<file path="src/cache_pkg.sv">
package cache_pkg;

    localparam int ADDR_WIDTH   = 16;
    localparam int WORD_WIDTH   = 32;
    localparam int BYTE_WIDTH   = 2;   // Byte select inside a word
    localparam int OFFSET_WIDTH = 2;
    localparam int INDEX_WIDTH  = 4;
    localparam int TAG_WIDTH    = ADDR_WIDTH - INDEX_WIDTH - OFFSET_WIDTH - BYTE_WIDTH;

    localparam int LINE_NUM     = 1 << INDEX_WIDTH;
    localparam int LINE_WORDS   = 1 << OFFSET_WIDTH;
    localparam int WAY_NUM      = 4;

    // Lowest address bit above the line offset
    localparam int LINE_LSB     = BYTE_WIDTH + OFFSET_WIDTH;

    localparam int AGE_WIDTH    = 2;   // Enough to order four ways

    typedef logic [ADDR_WIDTH-1:0]              addr_t;
    typedef logic [WORD_WIDTH-1:0]              word_t;
    typedef logic [TAG_WIDTH-1:0]               tag_t;
    typedef logic [INDEX_WIDTH-1:0]             index_t;
    typedef logic [OFFSET_WIDTH-1:0]            offset_t;
    typedef logic [WAY_NUM-1:0]                 way_mask_t;
    typedef logic [AGE_WIDTH-1:0]               age_t;
    typedef logic [LINE_WORDS*WORD_WIDTH-1:0]   line_t;   // Word 0 in the low bits

    typedef enum logic [1:0] {
        IDLE,
        LOOKUP,
        MISS_WAIT,
        REFILL
    } ctrl_state_t;

endpackage

</file>
<file path="src/refill_if.sv">
`timescale 1ns/1ps

interface refill_if
    import cache_pkg::*;
();

    logic      en;      // Write strobe, one cycle
    tag_t      tag;
    index_t    index;
    line_t     line;
    way_mask_t way;     // Victim, one-hot

    modport ctrl (
        output en,
        output tag,
        output index,
        output line
    );

    modport tag_side (
        input  en,
        input  tag,
        input  index,
        input  line,
        output way
    );

    modport data_side (
        input  en,
        input  tag,
        input  index,
        input  line,
        input  way
    );

endinterface

</file>
<file path="src/lru.sv">
`timescale 1ns/1ps

module lru
    import cache_pkg::*;
(
    input  logic      clk,
    input  logic      rst_n,
    input  logic      lookup,
    input  index_t    index,
    input  way_mask_t hit,
    input  way_mask_t valid,
    input  logic      refill,
    input  way_mask_t refill_way,
    output way_mask_t victim
);

    age_t      age_mem [LINE_NUM][WAY_NUM];
    way_mask_t touch;
    age_t      touch_age;
    age_t      max_age;
    logic      found_invalid;

    // Empty way first, otherwise the oldest one
    always_comb begin
        victim        = '0;
        found_invalid = 1'b0;
        max_age       = age_mem[index][0];
        for (int w = 0; w < WAY_NUM; w++) begin
            if (!valid[w] && !found_invalid) begin
                victim[w]     = 1'b1;
                found_invalid = 1'b1;
            end
        end
        if (!found_invalid) begin
            victim[0] = 1'b1;
            for (int w = 1; w < WAY_NUM; w++) begin
                if (age_mem[index][w] > max_age) begin
                    max_age   = age_mem[index][w];
                    victim    = '0;
                    victim[w] = 1'b1;
                end
            end
        end
    end

    assign touch = refill ? refill_way : ((lookup && |hit) ? hit : '0);

    always_comb begin
        touch_age = '0;
        for (int w = 0; w < WAY_NUM; w++) begin
            if (touch[w]) begin
                touch_age = age_mem[index][w];
            end
        end
    end

    always_ff @(posedge clk or negedge rst_n) begin
        if (!rst_n) begin
            // Ages start as a permutation so the order stays strict
            for (int s = 0; s < LINE_NUM; s++) begin
                for (int w = 0; w < WAY_NUM; w++) begin
                    age_mem[s][w] <= age_t'(w);
                end
            end
        end else if (|touch) begin
            for (int w = 0; w < WAY_NUM; w++) begin
                if (touch[w]) begin
                    age_mem[index][w] <= '0;   // Most recent
                end else if (age_mem[index][w] < touch_age) begin
                    age_mem[index][w] <= age_mem[index][w] + 1'b1;
                end
            end
        end
    end

endmodule

</file>
<file path="src/tag_ram.sv">
`timescale 1ns/1ps

module tag_ram
    import cache_pkg::*;
(
    input  logic       clk,
    input  logic       rst_n,
    input  logic       lookup,
    input  tag_t       tag,
    input  index_t     index,
    output way_mask_t  hit,
    refill_if.tag_side rf
);

    tag_t                tag_mem   [WAY_NUM][LINE_NUM];
    logic [LINE_NUM-1:0] valid_mem [WAY_NUM];
    way_mask_t           valid;      // Valid bits of the addressed set
    way_mask_t           victim;
    way_mask_t           victim_q;

    // All four ways compared in parallel
    always_comb begin
        for (int w = 0; w < WAY_NUM; w++) begin
            valid[w] = valid_mem[w][index];
            hit[w]   = valid[w] && (tag_mem[w][index] == tag);
        end
    end

    lru u_lru (
        .clk        (clk),
        .rst_n      (rst_n),
        .lookup     (lookup),
        .index      (index),
        .hit        (hit),
        .valid      (valid),
        .refill     (rf.en),
        .refill_way (victim_q),
        .victim     (victim)
    );

    assign rf.way = victim_q;

    always_ff @(posedge clk or negedge rst_n) begin
        if (!rst_n) begin
            victim_q <= '0;
            for (int w = 0; w < WAY_NUM; w++) begin
                valid_mem[w] <= '0;
                for (int s = 0; s < LINE_NUM; s++) begin
                    tag_mem[w][s] <= '0;
                end
            end
        end else begin
            victim_q <= victim;   // Set index is stable through a miss
            if (rf.en) begin
                for (int w = 0; w < WAY_NUM; w++) begin
                    if (rf.way[w]) begin
                        tag_mem[w][rf.index]   <= rf.tag;
                        valid_mem[w][rf.index] <= 1'b1;
                    end
                end
            end
        end
    end

endmodule

</file>
<file path="src/flat_wrapper.sv">
// flat-port wrapper written by rule: the top's interface ports become plain ports
module tag_ram_flat import cache_pkg::*;
  (clk, rst_n, lookup, tag, index, hit, rf_en, rf_tag, rf_index, rf_line, rf_way);
  refill_if rf_i ();
  input  logic clk;
  input  logic rst_n;
  input  logic lookup;
  input  tag_t tag;
  input  index_t index;
  output way_mask_t hit;
  input wire logic [$bits(rf_i.en)-1:0] rf_en;
  input wire logic [$bits(rf_i.tag)-1:0] rf_tag;
  input wire logic [$bits(rf_i.index)-1:0] rf_index;
  input wire logic [$bits(rf_i.line)-1:0] rf_line;
  output wire logic [$bits(rf_i.way)-1:0] rf_way;
  assign rf_i.en = rf_en;
  assign rf_i.tag = rf_tag;
  assign rf_i.index = rf_index;
  assign rf_i.line = rf_line;
  assign rf_way = rf_i.way;
  tag_ram u_core (.clk(clk), .rst_n(rst_n), .lookup(lookup), .tag(tag), .index(index), .hit(hit), .rf(rf_i));
endmodule
</file>
<file path="config.mk">
export PLATFORM = sky130hd
export DESIGN_NAME = tag_ram_flat
export DESIGN_NICKNAME = d
export VERILOG_FILES = /design/src/cache_pkg.sv /design/src/refill_if.sv /design/src/lru.sv /design/src/tag_ram.sv /design/src/flat_wrapper.sv
export SDC_FILE = /design/constraint.sdc
export NUM_CORES = 1
export LEC_CHECK = 0
export ABC_AREA = 1
export BUFFER_PORTS_ARGS = -buffer_cell sky130_fd_sc_hd__buf_4
export CAP_MARGIN = 5
export CORE_MARGIN = 10
export CORE_UTILIZATION = 25
export DETAILED_ROUTE_END_ITERATION = 8
export PLACE_DENSITY = 0.43
export SLEW_MARGIN = 10
export SYNTH_ARGS = -nofsm -noshare
export SYNTH_HDL_FRONTEND = slang
export SYNTH_SLANG_ARGS = --single-unit
</file>
<file path="constraint.sdc">
create_clock -name clk -period 7.4 [get_ports clk]
set_input_delay 1.11 -clock clk [delete_from_list [all_inputs] [get_ports clk]]
set_output_delay 1.11 -clock clk [all_outputs]
set_load 0.01 [all_outputs]
</file>
==> flow_summary.toml <==
[global_route]
grt_first_pass_wirelength_mm = 190
groute.layer.met3.usage_pct = 1.92
grt_start_max_net_pins = 158
grtUsageTotal_pct = 15.6
global_route.overflow_total = 0
grt.met2_usage_pct = 24.6
met1_usage_pct = 22.3
grt_pass1_vias = 29300
busiest_layer = "met2"
antenna_found_initial = 2

[placed_design]
replace_congestion = 0.804
placed_cells_incl_taps = 6358
count_of_port_buffers_added_during_placement = 35
detailed_place_hpwl_mm = 76.5

[detailed_routing]
antenna_left = 0
wire_per_inst_um = 19.0
drt_pass1_iterations = 6
via_per_inst = 4.68
detailroute.via_count = 30500
drt-total-wl_mm = 124
dr.first_iter.drc_count = 2533
drc = 0

[clock_tree]
clock_latency_ps = 710
ctsHtreeMaxLevel = 3
cts_root_buf = "sky130_fd_sc_hd__clkbuf_16"
cts_hold_repair.buffers = 0
clkTransAtPathRegs_ps = 60
ctsLongestPathBuffers = 3
tritoncts = "done"
clock_sink_count = 708
post_cts.resized_instances = 0
inserted_clock_buffers = 84
cts_setup_buffers = 0

[yosys]
synth_fp_nets = 4825
synth_sequential_area_ratio_pct = 50.9
synth_seq_cells = 708
syn_inst = 4660
synth_cell_types = 40
syn-mean-instance-area_um2 = 7.51
ys_warn_count = 0
syn-cell-area_um2 = 35000

[die]
chipHeight_um = 394
rows = 137
floorplan.core_area_um2 = 139000
die_w_um = 394
initial_standard_cell_utilization_of_the_core_pct = 25.1
floorplan.io_pins = 164
fp.dieArea_um2 = 155000

[sta]
timing.max_slew.rel_slack_pct = 23.3
timing_max_transition_violations_final = 0
finalClockSkew_ps = 46.4
rsz0062_at_grt = "false"
final-setup-viol-count = 0
worst_slew_pin_tran_ps = 1150
finalHoldViolations = 0
fmax_ghz = 0.172
fin_crit_ps = 5810
timing.final.crit_share_pct = 78.6
finalSetupTns_ps = 0

[setup_path]
crit-reg2reg-capture = "u_core.rf.way[1]"
critical_path_peak_fanout = 92
cp_data_arrival_time_ps = 4700
startpoint_type = "input pin"
worstReg2RegStart = "u_core.u_lru.age_mem[101]"
timing_worst_setup_path_type = "in2out"
r2r.worst_path.cells = 21
cp.required_ps = 6290
timing.critical_path.to_type = "output pin"
setup_slack_reg_to_reg_ps = 3200

[layout]
area_used_by_multi_input_combinational_logic_um2 = 15100
fill_cells = 15200
area.growth.synth_to_final_pct = 14.4
stdcell_count = 6514
leading_cell_type_in_the_layout_fill_and_taps_excluded = "sky130_fd_sc_hd__nand2_1"
regArea_um2 = 17800
finalNetCount = 4733
layout_common_cells = "2044 x sky130_fd_sc_hd__nand2_1, 644 x sky130_fd_sc_hd__dfrtp_1, 569 x sky130_fd_sc_hd__o21ai_0, 223 x sky130_fd_sc_hd__nand3_1, 182 x sky130_fd_sc_hd__nor2_1"
share_of_post_route_cells_with_drive_strength_above_1_pct = 7.64

[status]
run_status = "completed"

[flow_run]
max_cap_violation_count = 0

[pwr]
p_leak_nw = 18.7
power.density_cell_area_nw_per_um2 = 251
worst_ir_drop_vdd_uv = 177

[worst_hold_path]
hp-class = "in2async"
## report_power, final
part / leakage, nW / internal, W / switching (W)
clock network: 1.46 / 0.00269 / 0.00181
logic: 8.16 / 0.000334 / 0.000780
registers: 9.10 / 0.00423 / 0.000184
## cell usage after synthesis, drive strengths merged
cell     instances  area share (%)
nand3          226             3.3
dfrtp          644              46
a2bb2oi          1           0.025
nor2           186             2.0
xnor2            2           0.050
a21oi           78             1.1
o22ai           29            0.52
dfstp           64             4.8
xor2             1           0.025
a2111oi          1           0.025
o21a             1           0.021
ha               9            0.32
a22o             2           0.050
nand4           69             1.3
o31ai            1           0.021
clkinv          25            0.27
o21bai          16            0.34
and3             3           0.054
a22oi           74             1.6
o21ai          616             8.8
clkbuf         172             1.8
nand2         2054              22
inv            161             1.7
nor3            99             1.4
nor4             3           0.054
buf            123             2.1
## critical path, cell delays in order
cell and delay (ps):
sky130_fd_sc_hd__buf_4 360, sky130_fd_sc_hd__nand2_4 290, sky130_fd_sc_hd__inv_4 320, sky130_fd_sc_hd__buf_12 470, sky130_fd_sc_hd__a22oi_1 200, sky130_fd_sc_hd__nand2_1 120, sky130_fd_sc_hd__nand2_1 70, sky130_fd_sc_hd__nand2_1 130
sky130_fd_sc_hd__nor2_1 70, sky130_fd_sc_hd__a2111oi_0 400, sky130_fd_sc_hd__nand4_1 150, sky130_fd_sc_hd__nor4_1 580, sky130_fd_sc_hd__buf_4 220, sky130_fd_sc_hd__buf_4 110
## kinds of logic (layout without fill, tap and decap cells)
logic type | after synthesis | in the layout | share of synthesized area, %
adders and majority gates | 9 | 9 | 0.322
DFF | 708 | 708 | 50.9
and+or+nand+nor | 2640 | 2640 | 30.3
xor gates and xnor gates | 3 | 3 | 0.0751
other | 0 | 2 | 0
AOI/OAI and AO/OA | 819 | 819 | 12.5
buffers and inverters | 481 | 457 | 5.93
## sequential cells by signal, indices dropped and copies added, names as in the netlist
signal / flops
u_core.rf.way: 4
u_core.valid_mem: 64
u_core.u_lru.age_mem: 128
u_core.tag_mem: 512
## final cells by class
type / count / area share, %
well taps: 1876 / 5.86
diodes: 2 / 0.0125
flip-flops and latches: 708 / 44.5
repair buffers: 117 / 2.62
clock buffers: 121 / 6.18
clock inverters: 33 / 1.25
multi-input cells: 3471 / 37.8
inverters: 186 / 1.77
## through the flow
| stage | power, W | hold WS [ps] | utilization [%] | instance area, um2 | setup WS (ps) |
|---|---|---|---|---|---|
| floorplan | 0.00515 | 423 | - | 35000 | 2390 |
| global placement | 0.00559 | 435 | 26.6 | 37000 | 1400 |
| detailed placement | 0.00560 | 438 | 26.6 | 37000 | 1370 |
| CTS | 0.0102 | 439 | 28.7 | 40000 | 1510 |
| global route | 0.0105 | 464 | 28.7 | 40000 | 1300 |
| finish | 0.0100 | 446 | 28.7 | 40000 | 1590 |
## routing by layer
layer  part of all wire (%)  up-vias
met1                     49    14900
met2                     45      594
met5                      0        -
met4                    2.1        0
li1                       -    14900
met3                    4.1      128
## worst max path at each step
stage	cells after the start	slack (ps)	to	from
6_report	14	1590	hit[3]	index[0]
5_1_grt	14	1300	hit[3]	index[0]
4_1_cts	14	1510	hit[3]	index[0]
3_5_place_dp	26	1370	u_core.u_lru.age_mem[103]	index[0]
3_3_place_gp	26	1400	u_core.u_lru.age_mem[78]	index[0]
2_1_floorplan	29	2390	u_core.rf.way[1]	index[1]
No activity file was read; power rests on OpenSTA's default activity.
