### config.mk
export PLATFORM = sky130hd
export DESIGN_NAME = cache_ctrl_flat
export DESIGN_NICKNAME = d
export VERILOG_FILES = /design/src/cache_pkg.sv /design/src/refill_if.sv /design/src/cache_ctrl.sv /design/src/flat_wrapper.sv
export SDC_FILE = /design/constraint.sdc
export NUM_CORES = 1
export LEC_CHECK = 0
export BUFFER_PORTS_ARGS = -buffer_cell sky130_fd_sc_hd__clkbuf_2
export CORE_AREA = 2 2 153 155
export DETAILED_ROUTE_END_ITERATION = 10
export DIE_AREA = 0 0 155 157
export PLACE_DENSITY_LB_ADDON = 0.05
export SLEW_MARGIN = 20
export SYNTH_ARGS = -nofsm -noshare
export SYNTH_HDL_FRONTEND = slang
export SYNTH_SLANG_ARGS = --single-unit
### constraint.sdc
create_clock -name clk -period 8.95 [get_ports clk]
set_input_delay 0.4475 -clock clk [delete_from_list [all_inputs] [get_ports clk]]
set_output_delay 0.4475 -clock clk [all_outputs]
set_load 0.02 [all_outputs]
### src/cache_pkg.sv
package cache_pkg;

    localparam int ADDR_WIDTH   = 16;
    localparam int WORD_WIDTH   = 32;
    localparam int BYTE_WIDTH   = 2;   // Byte select inside a word
    localparam int OFFSET_WIDTH = 2;
    localparam int INDEX_WIDTH  = 4;
    localparam int TAG_WIDTH    = ADDR_WIDTH - INDEX_WIDTH - OFFSET_WIDTH - BYTE_WIDTH;

    localparam int LINE_NUM     = 1 << INDEX_WIDTH;
    localparam int LINE_WORDS   = 1 << OFFSET_WIDTH;
    localparam int WAY_NUM      = 4;

    // Lowest address bit above the line offset
    localparam int LINE_LSB     = BYTE_WIDTH + OFFSET_WIDTH;

    localparam int AGE_WIDTH    = 2;   // Enough to order four ways

    typedef logic [ADDR_WIDTH-1:0]              addr_t;
    typedef logic [WORD_WIDTH-1:0]              word_t;
    typedef logic [TAG_WIDTH-1:0]               tag_t;
    typedef logic [INDEX_WIDTH-1:0]             index_t;
    typedef logic [OFFSET_WIDTH-1:0]            offset_t;
    typedef logic [WAY_NUM-1:0]                 way_mask_t;
    typedef logic [AGE_WIDTH-1:0]               age_t;
    typedef logic [LINE_WORDS*WORD_WIDTH-1:0]   line_t;   // Word 0 in the low bits

    typedef enum logic [1:0] {
        IDLE,
        LOOKUP,
        MISS_WAIT,
        REFILL
    } ctrl_state_t;

endpackage

### src/refill_if.sv
`timescale 1ns/1ps

interface refill_if
    import cache_pkg::*;
();

    logic      en;      // Write strobe, one cycle
    tag_t      tag;
    index_t    index;
    line_t     line;
    way_mask_t way;     // Victim, one-hot

    modport ctrl (
        output en,
        output tag,
        output index,
        output line
    );

    modport tag_side (
        input  en,
        input  tag,
        input  index,
        input  line,
        output way
    );

    modport data_side (
        input  en,
        input  tag,
        input  index,
        input  line,
        input  way
    );

endinterface

### src/cache_ctrl.sv
`timescale 1ns/1ps

module cache_ctrl
    import cache_pkg::*;
(
    input  logic      clk,
    input  logic      rst_n,
    input  logic      req,
    input  addr_t     addr,
    output word_t     rdata,
    output logic      rdata_valid,
    output logic      busy,
    output logic      mem_req,
    output addr_t     mem_addr,
    input  logic      mem_valid,
    input  line_t     mem_line,
    output tag_t      lu_tag,
    output index_t    lu_index,
    output offset_t   lu_offset,
    output logic      lookup,
    input  way_mask_t hit,
    input  word_t     rd_word,
    refill_if.ctrl    rf
);

    ctrl_state_t state;
    addr_t       addr_q;
    line_t       line_q;
    logic        accept;

    // Still busy in the cycle the data goes out
    assign busy   = (state != IDLE) || rdata_valid;
    assign accept = req && !busy;

    assign lu_tag    = addr_q[ADDR_WIDTH-1 -: TAG_WIDTH];
    assign lu_index  = addr_q[LINE_LSB +: INDEX_WIDTH];
    assign lu_offset = addr_q[BYTE_WIDTH +: OFFSET_WIDTH];
    assign lookup    = (state == LOOKUP);

    assign mem_addr = {addr_q[ADDR_WIDTH-1:LINE_LSB], {LINE_LSB{1'b0}}};   // Line aligned

    assign rf.en    = (state == REFILL);
    assign rf.tag   = lu_tag;
    assign rf.index = lu_index;
    assign rf.line  = line_q;

    always_ff @(posedge clk or negedge rst_n) begin
        if (!rst_n) begin
            state       <= IDLE;
            rdata_valid <= 1'b0;
            mem_req     <= 1'b0;
        end else begin
            rdata_valid <= 1'b0;
            mem_req     <= 1'b0;
            case (state)
                IDLE: begin
                    if (accept) begin
                        state <= LOOKUP;
                    end
                end
                LOOKUP: begin
                    if (|hit) begin
                        rdata_valid <= 1'b1;
                        state       <= IDLE;
                    end else begin
                        mem_req <= 1'b1;   // Whole line from memory
                        state   <= MISS_WAIT;
                    end
                end
                MISS_WAIT: begin
                    if (mem_valid) begin
                        state <= REFILL;
                    end
                end
                REFILL: begin
                    rdata_valid <= 1'b1;
                    state       <= IDLE;
                end
                default: begin
                    state <= IDLE;
                end
            endcase
        end
    end

    // Address, response line and read data
    always_ff @(posedge clk) begin
        if (accept) begin
            addr_q <= addr;   // Held until the miss is done
        end
        if (state == MISS_WAIT && mem_valid) begin
            line_q <= mem_line;
        end
        if (state == LOOKUP) begin
            rdata <= rd_word;
        end else if (state == REFILL) begin
            rdata <= line_q[lu_offset*WORD_WIDTH +: WORD_WIDTH];
        end
    end

endmodule

### src/flat_wrapper.sv
// flat-port wrapper written by rule: the top's interface ports become plain ports
module cache_ctrl_flat import cache_pkg::*;
  (clk, rst_n, req, addr, rdata, rdata_valid, busy, mem_req, mem_addr, mem_valid, mem_line, lu_tag, lu_index, lu_offset, lookup, hit, rd_word, rf_en, rf_tag, rf_index, rf_line);
  refill_if rf_i ();
  input  logic clk;
  input  logic rst_n;
  input  logic req;
  input  addr_t addr;
  output word_t rdata;
  output logic rdata_valid;
  output logic busy;
  output logic mem_req;
  output addr_t mem_addr;
  input  logic mem_valid;
  input  line_t mem_line;
  output tag_t lu_tag;
  output index_t lu_index;
  output offset_t lu_offset;
  output logic lookup;
  input  way_mask_t hit;
  input  word_t rd_word;
  output wire logic [$bits(rf_i.en)-1:0] rf_en;
  output wire logic [$bits(rf_i.tag)-1:0] rf_tag;
  output wire logic [$bits(rf_i.index)-1:0] rf_index;
  output wire logic [$bits(rf_i.line)-1:0] rf_line;
  assign rf_en = rf_i.en;
  assign rf_tag = rf_i.tag;
  assign rf_index = rf_i.index;
  assign rf_line = rf_i.line;
  cache_ctrl u_core (.clk(clk), .rst_n(rst_n), .req(req), .addr(addr), .rdata(rdata), .rdata_valid(rdata_valid), .busy(busy), .mem_req(mem_req), .mem_addr(mem_addr), .mem_valid(mem_valid), .mem_line(mem_line), .lu_tag(lu_tag), .lu_index(lu_index), .lu_offset(lu_offset), .lookup(lookup), .hit(hit), .rd_word(rd_word), .rf(rf_i));
endmodule
==> results.md <==
- Combinational cells account for a little under a quarter of the total power.
- The initial antenna violation count is 2.
- In the final layout, flip-flops and latches occupy 5330 um2.
- The number of violations of the max-capacitance limit is 0.
- Counting flops and latches in the post-synthesis netlist gives 178.
- Across every metal layer, demand over resource in global routing totals 15.6%.
- The count of port buffers added during placement is ~380.
- The wire length after detailed routing is 19.1 mm.
- The first-pass iteration count of the detailed router is 4.
- The clock network burns 30.3% of the power.
- In this run, CTS created clock tree buffers numbering 17.
- In this run the static leakage power is 0.00408 uW.
- The max-slew violation total from the final report is 0.
- The chip height is about 160 um.
- The number of placement rows is 55.
- The die span in x is 155 um.
- The nature of the critical path startpoint is a flip-flop.
- Dividing the final minimum period by the clock period gives 37.1%.
- For this run, global-route usage on met2 was measured as between 20% and 30%.
- After clock tree synthesis, the repair step resized 0 gates.
- The net switching power is ~730 uW.
- The clock latency at the later pin of the worst-skew pair is 0.44 ns.
- The core region is between 20000 and 25000 um2.
- The aggregate negative setup slack is 0 ns.
- The worst slew margin relative to its limit is 32.3%.
- The number of top-level pins is 391.
- The design internal power is 1660 uW.
- The transition at the pin with the smallest max-transition slack is a little over 1 ns.
- The post-route minimum period is 3.32 ns.
- For this run the aggregate overflow at the end of global routing stands at 0.
- The final hold violation count is 0.
- The post-DP HPWL is 14.3 mm.
- Sequential cells account for 46.7% of the total power.
- The flow ran to the end, and the final reports show no timing, DRC or antenna violations.
- The peak supply drop is 0.0959 mV.
- STA puts the critical path data required time at 8.50 ns.
- The maximum number of pins on one net before global-route repair is 71.
- The starting density of the core is 30.8%.
- The met3 capacity usage during global routing is 7.87%.
- The synthesized area per cell is 23.5 um2.
- The congestion estimate from routability-driven global placement came to 0.736.
- Once detail routing completed, the nets flagged for antenna violations numbered 0.
- The number of design-rule violations left by the first detailed-router iteration is 237.
- The final layout contains roughly 850 nets.
- The tightest min-delay check is of the input pin to flip-flop type.
- The multi-input combinational cells in the finished layout cover a total of 1300 um2.
- The finished cells cover about 9500 um2.
- Setup repair after global routing left no endpoint under its margin.
- The power density of the placed cells is 250 nW/um2.
- In the final routed layout, each cell accounts on average for 19.8 um.
- The global routing stage identified its most utilized layer as met2.
- The wire length of the first global-routing pass is 27.5 mm.
- The sequential cell area fraction in the yosys report is 76.9%.
- The critical path in this run is classified as flip-flop to output pin.
- Of all nets on the critical path, the largest fanout is 39.
- The overall die area is approximately 24000 um2.
- The post-place setup slack is 5.64 ns.
- Setup violations remaining at the end of the flow were counted as 0.
- Clock tree synthesis found a total of 178 sinks.
- Data on the critical path arrives at its endpoint at 2.87 ns.
- The proportion of total power due to net switching is 30.5%.
- The clock tree from TritonCTS is yes.
- The number of different library cells used by synthesis comes to 24.
- The number of instances in the synthesized netlist is a little under 300.
- Clock tree synthesis selected as its root buffer the cell sky130_fd_sc_hd__clkbuf_16.
- STA classifies the critical path endpoint as an output pin.
- Cells with a size suffix above 1 make up a little under three quarters of the layout.
- The maximum clock frequency is 0.301 GHz.
- The post-place instance area is around 9000 um2.
- The average vias per placed instance is 4.42.
- The via count of the first global-routing pass came to 4595.
- The area of the mapped netlist is about 6900 um2.
- The count of yosys warnings during synthesis is 0.
- The number of vias after detailed routing is 4266.
- The growth of design area from synthesis to finish is 37.7%.
- The filler cells instantiated in the layout total between 2000 and 2500.
- Once routing completed, OpenROAD measured the worst setup slack at 5.63 ns.
- The maximum buffer depth of the clock tree is 2.
- After clock tree synthesis, the clock-pin slew on the worst setup and hold paths is 0.08 ns.
- The H-tree was split into 4 levels.
- The DRC violations left is 0.
- The final clock skew is 0.0218 ns.
- The met1 track demand over resource in global routing is 16.5%.
## layout by cell type (no fill, tap or decap), types with 2 or more instances in the layout
cell type                    count
sky130_fd_sc_hd__mux4_2         30
sky130_fd_sc_hd__clkbuf_16      17
sky130_fd_sc_hd__clkinvlp_4      2
sky130_fd_sc_hd__edfxtp_1      174
sky130_fd_sc_hd__clkinv_4        2
sky130_fd_sc_hd__inv_8           3
sky130_fd_sc_hd__conb_1          4
sky130_fd_sc_hd__mux2_4         30
sky130_fd_sc_hd__clkbuf_2      384
sky130_fd_sc_hd__buf_4           5
sky130_fd_sc_hd__dfrtp_1         3
sky130_fd_sc_hd__inv_6           5
sky130_fd_sc_hd__mux4_1          2
sky130_fd_sc_hd__clkinv_8        2
sky130_fd_sc_hd__mux2_2          2
## layout make-up
| class | count | share of cell area (%) |
|---|---|---|
| clock inverters | 14 | 1.49 |
| clock buffers | 17 | 4.46 |
| inverters | 1 | 0.0393 |
| well taps | 285 | 3.74 |
| repair buffers | 391 | 20.8 |
| multi-input cells | 79 | 13.6 |
| flip-flops and latches | 178 | 55.8 |
| diodes | 1 | 0.0262 |
## power by group through the flow
stage	Clock, uW	Combinational [uW]	Sequential [uW]
3_3_place_gp	0	551	1140
5_1_grt	781	587	1130
4_1_cts	746	561	1120
2_1_floorplan	0	314	1210
6_report	724	547	1120
3_5_place_dp	0	560	1140
## metal layers
| metal | wire (um) | part of all wire (%) |
|---|---|---|
| met5 | 0 | 0 |
| met4 | 380 | 2.0 |
| met3 | 2250 | 12 |
| met2 | 9840 | 51 |
| met1 | 6690 | 35 |
## flip-flops by register name, summed over array words and instances (netlist names), named ones only
signal,count
u_core.rf.line,128
u_core.rdata_valid,1
u_core.rdata,32
u_core.state,1
u_core.mem_req,1
u_core.addr_q,14
## repair_timing
action / in CTS / in global routing
hold buffers: 1 / 0
endpoints found under the setup margin: 0 / 0
hold endpoints to repair: 4 / 0
setup buffers: 0 / 0
## stage by stage
stage          hold slack (ns)  utilization [%]  cells  total power, uW
3_3_place_gp             0.257             39.8    932             1690
5_1_grt                  0.150             42.4    965             2500
4_1_cts                  0.158             42.4    965             2430
2_1_floorplan            0.152                -    298             1520
6_report                 0.179             42.4    966             2390
3_5_place_dp             0.259             39.8    933             1700
## path summary, 6_finish.rpt
kind / start / end / slack [ns] / depth (start not counted)
hold / removal: mem_line[93] / u_core.rf.line[93] / 0.18 / 1
hold reg to reg: flip-flop / u_core.rdata_valid / 0.61 / 1
max in group asynchronous: rst_n / u_core.state[0] / 8.42 / 2
min in group asynchronous: rst_n / u_core.mem_req / 0.38 / 2
setup / recovery: u_core.state[0] / lookup / 5.63 / 4
setup reg to reg: u_core.state[0] / u_core.rf.line[108] / 5.74 / 2
## worst max-delay path, stage by stage, from the launching register on
cell	delay (ns)
sky130_fd_sc_hd__dfrtp_2	1.04
sky130_fd_sc_hd__nand2b_2	0.66
sky130_fd_sc_hd__buf_4	0.47
sky130_fd_sc_hd__inv_1	0.09
sky130_fd_sc_hd__clkbuf_2	0.17
## synth_stat cells (all sizes together)
cell type / instances / share of area [%]
or3: 1 / 0.090
mux2: 32 / 6.8
nand2b: 2 / 0.18
or4: 1 / 0.11
and3b: 1 / 0.13
or2: 1 / 0.090
conb: 1 / 0.054
inv: 1 / 0.054
nor4b: 1 / 0.13
mux4: 32 / 11
o21a: 1 / 0.11
dfrtp: 4 / 1.4
and2: 1 / 0.090
o21ai: 1 / 0.072
buf: 39 / 4.6
nor2: 1 / 0.054
edfxtp: 174 / 75
clkbuf: 1 / 0.054
## cell families after synthesis
group	count (synthesis)	share of synthesized area [%]
other	1	0.0541
AO/OA/AOI/OAI	2	0.181
buffers and inverters	41	4.71
AND/OR/NAND/NOR	9	0.867
multiplexers	64	17.3
flip-flops	178	76.9
Note: power is estimated with default switching activity, not from simulation.
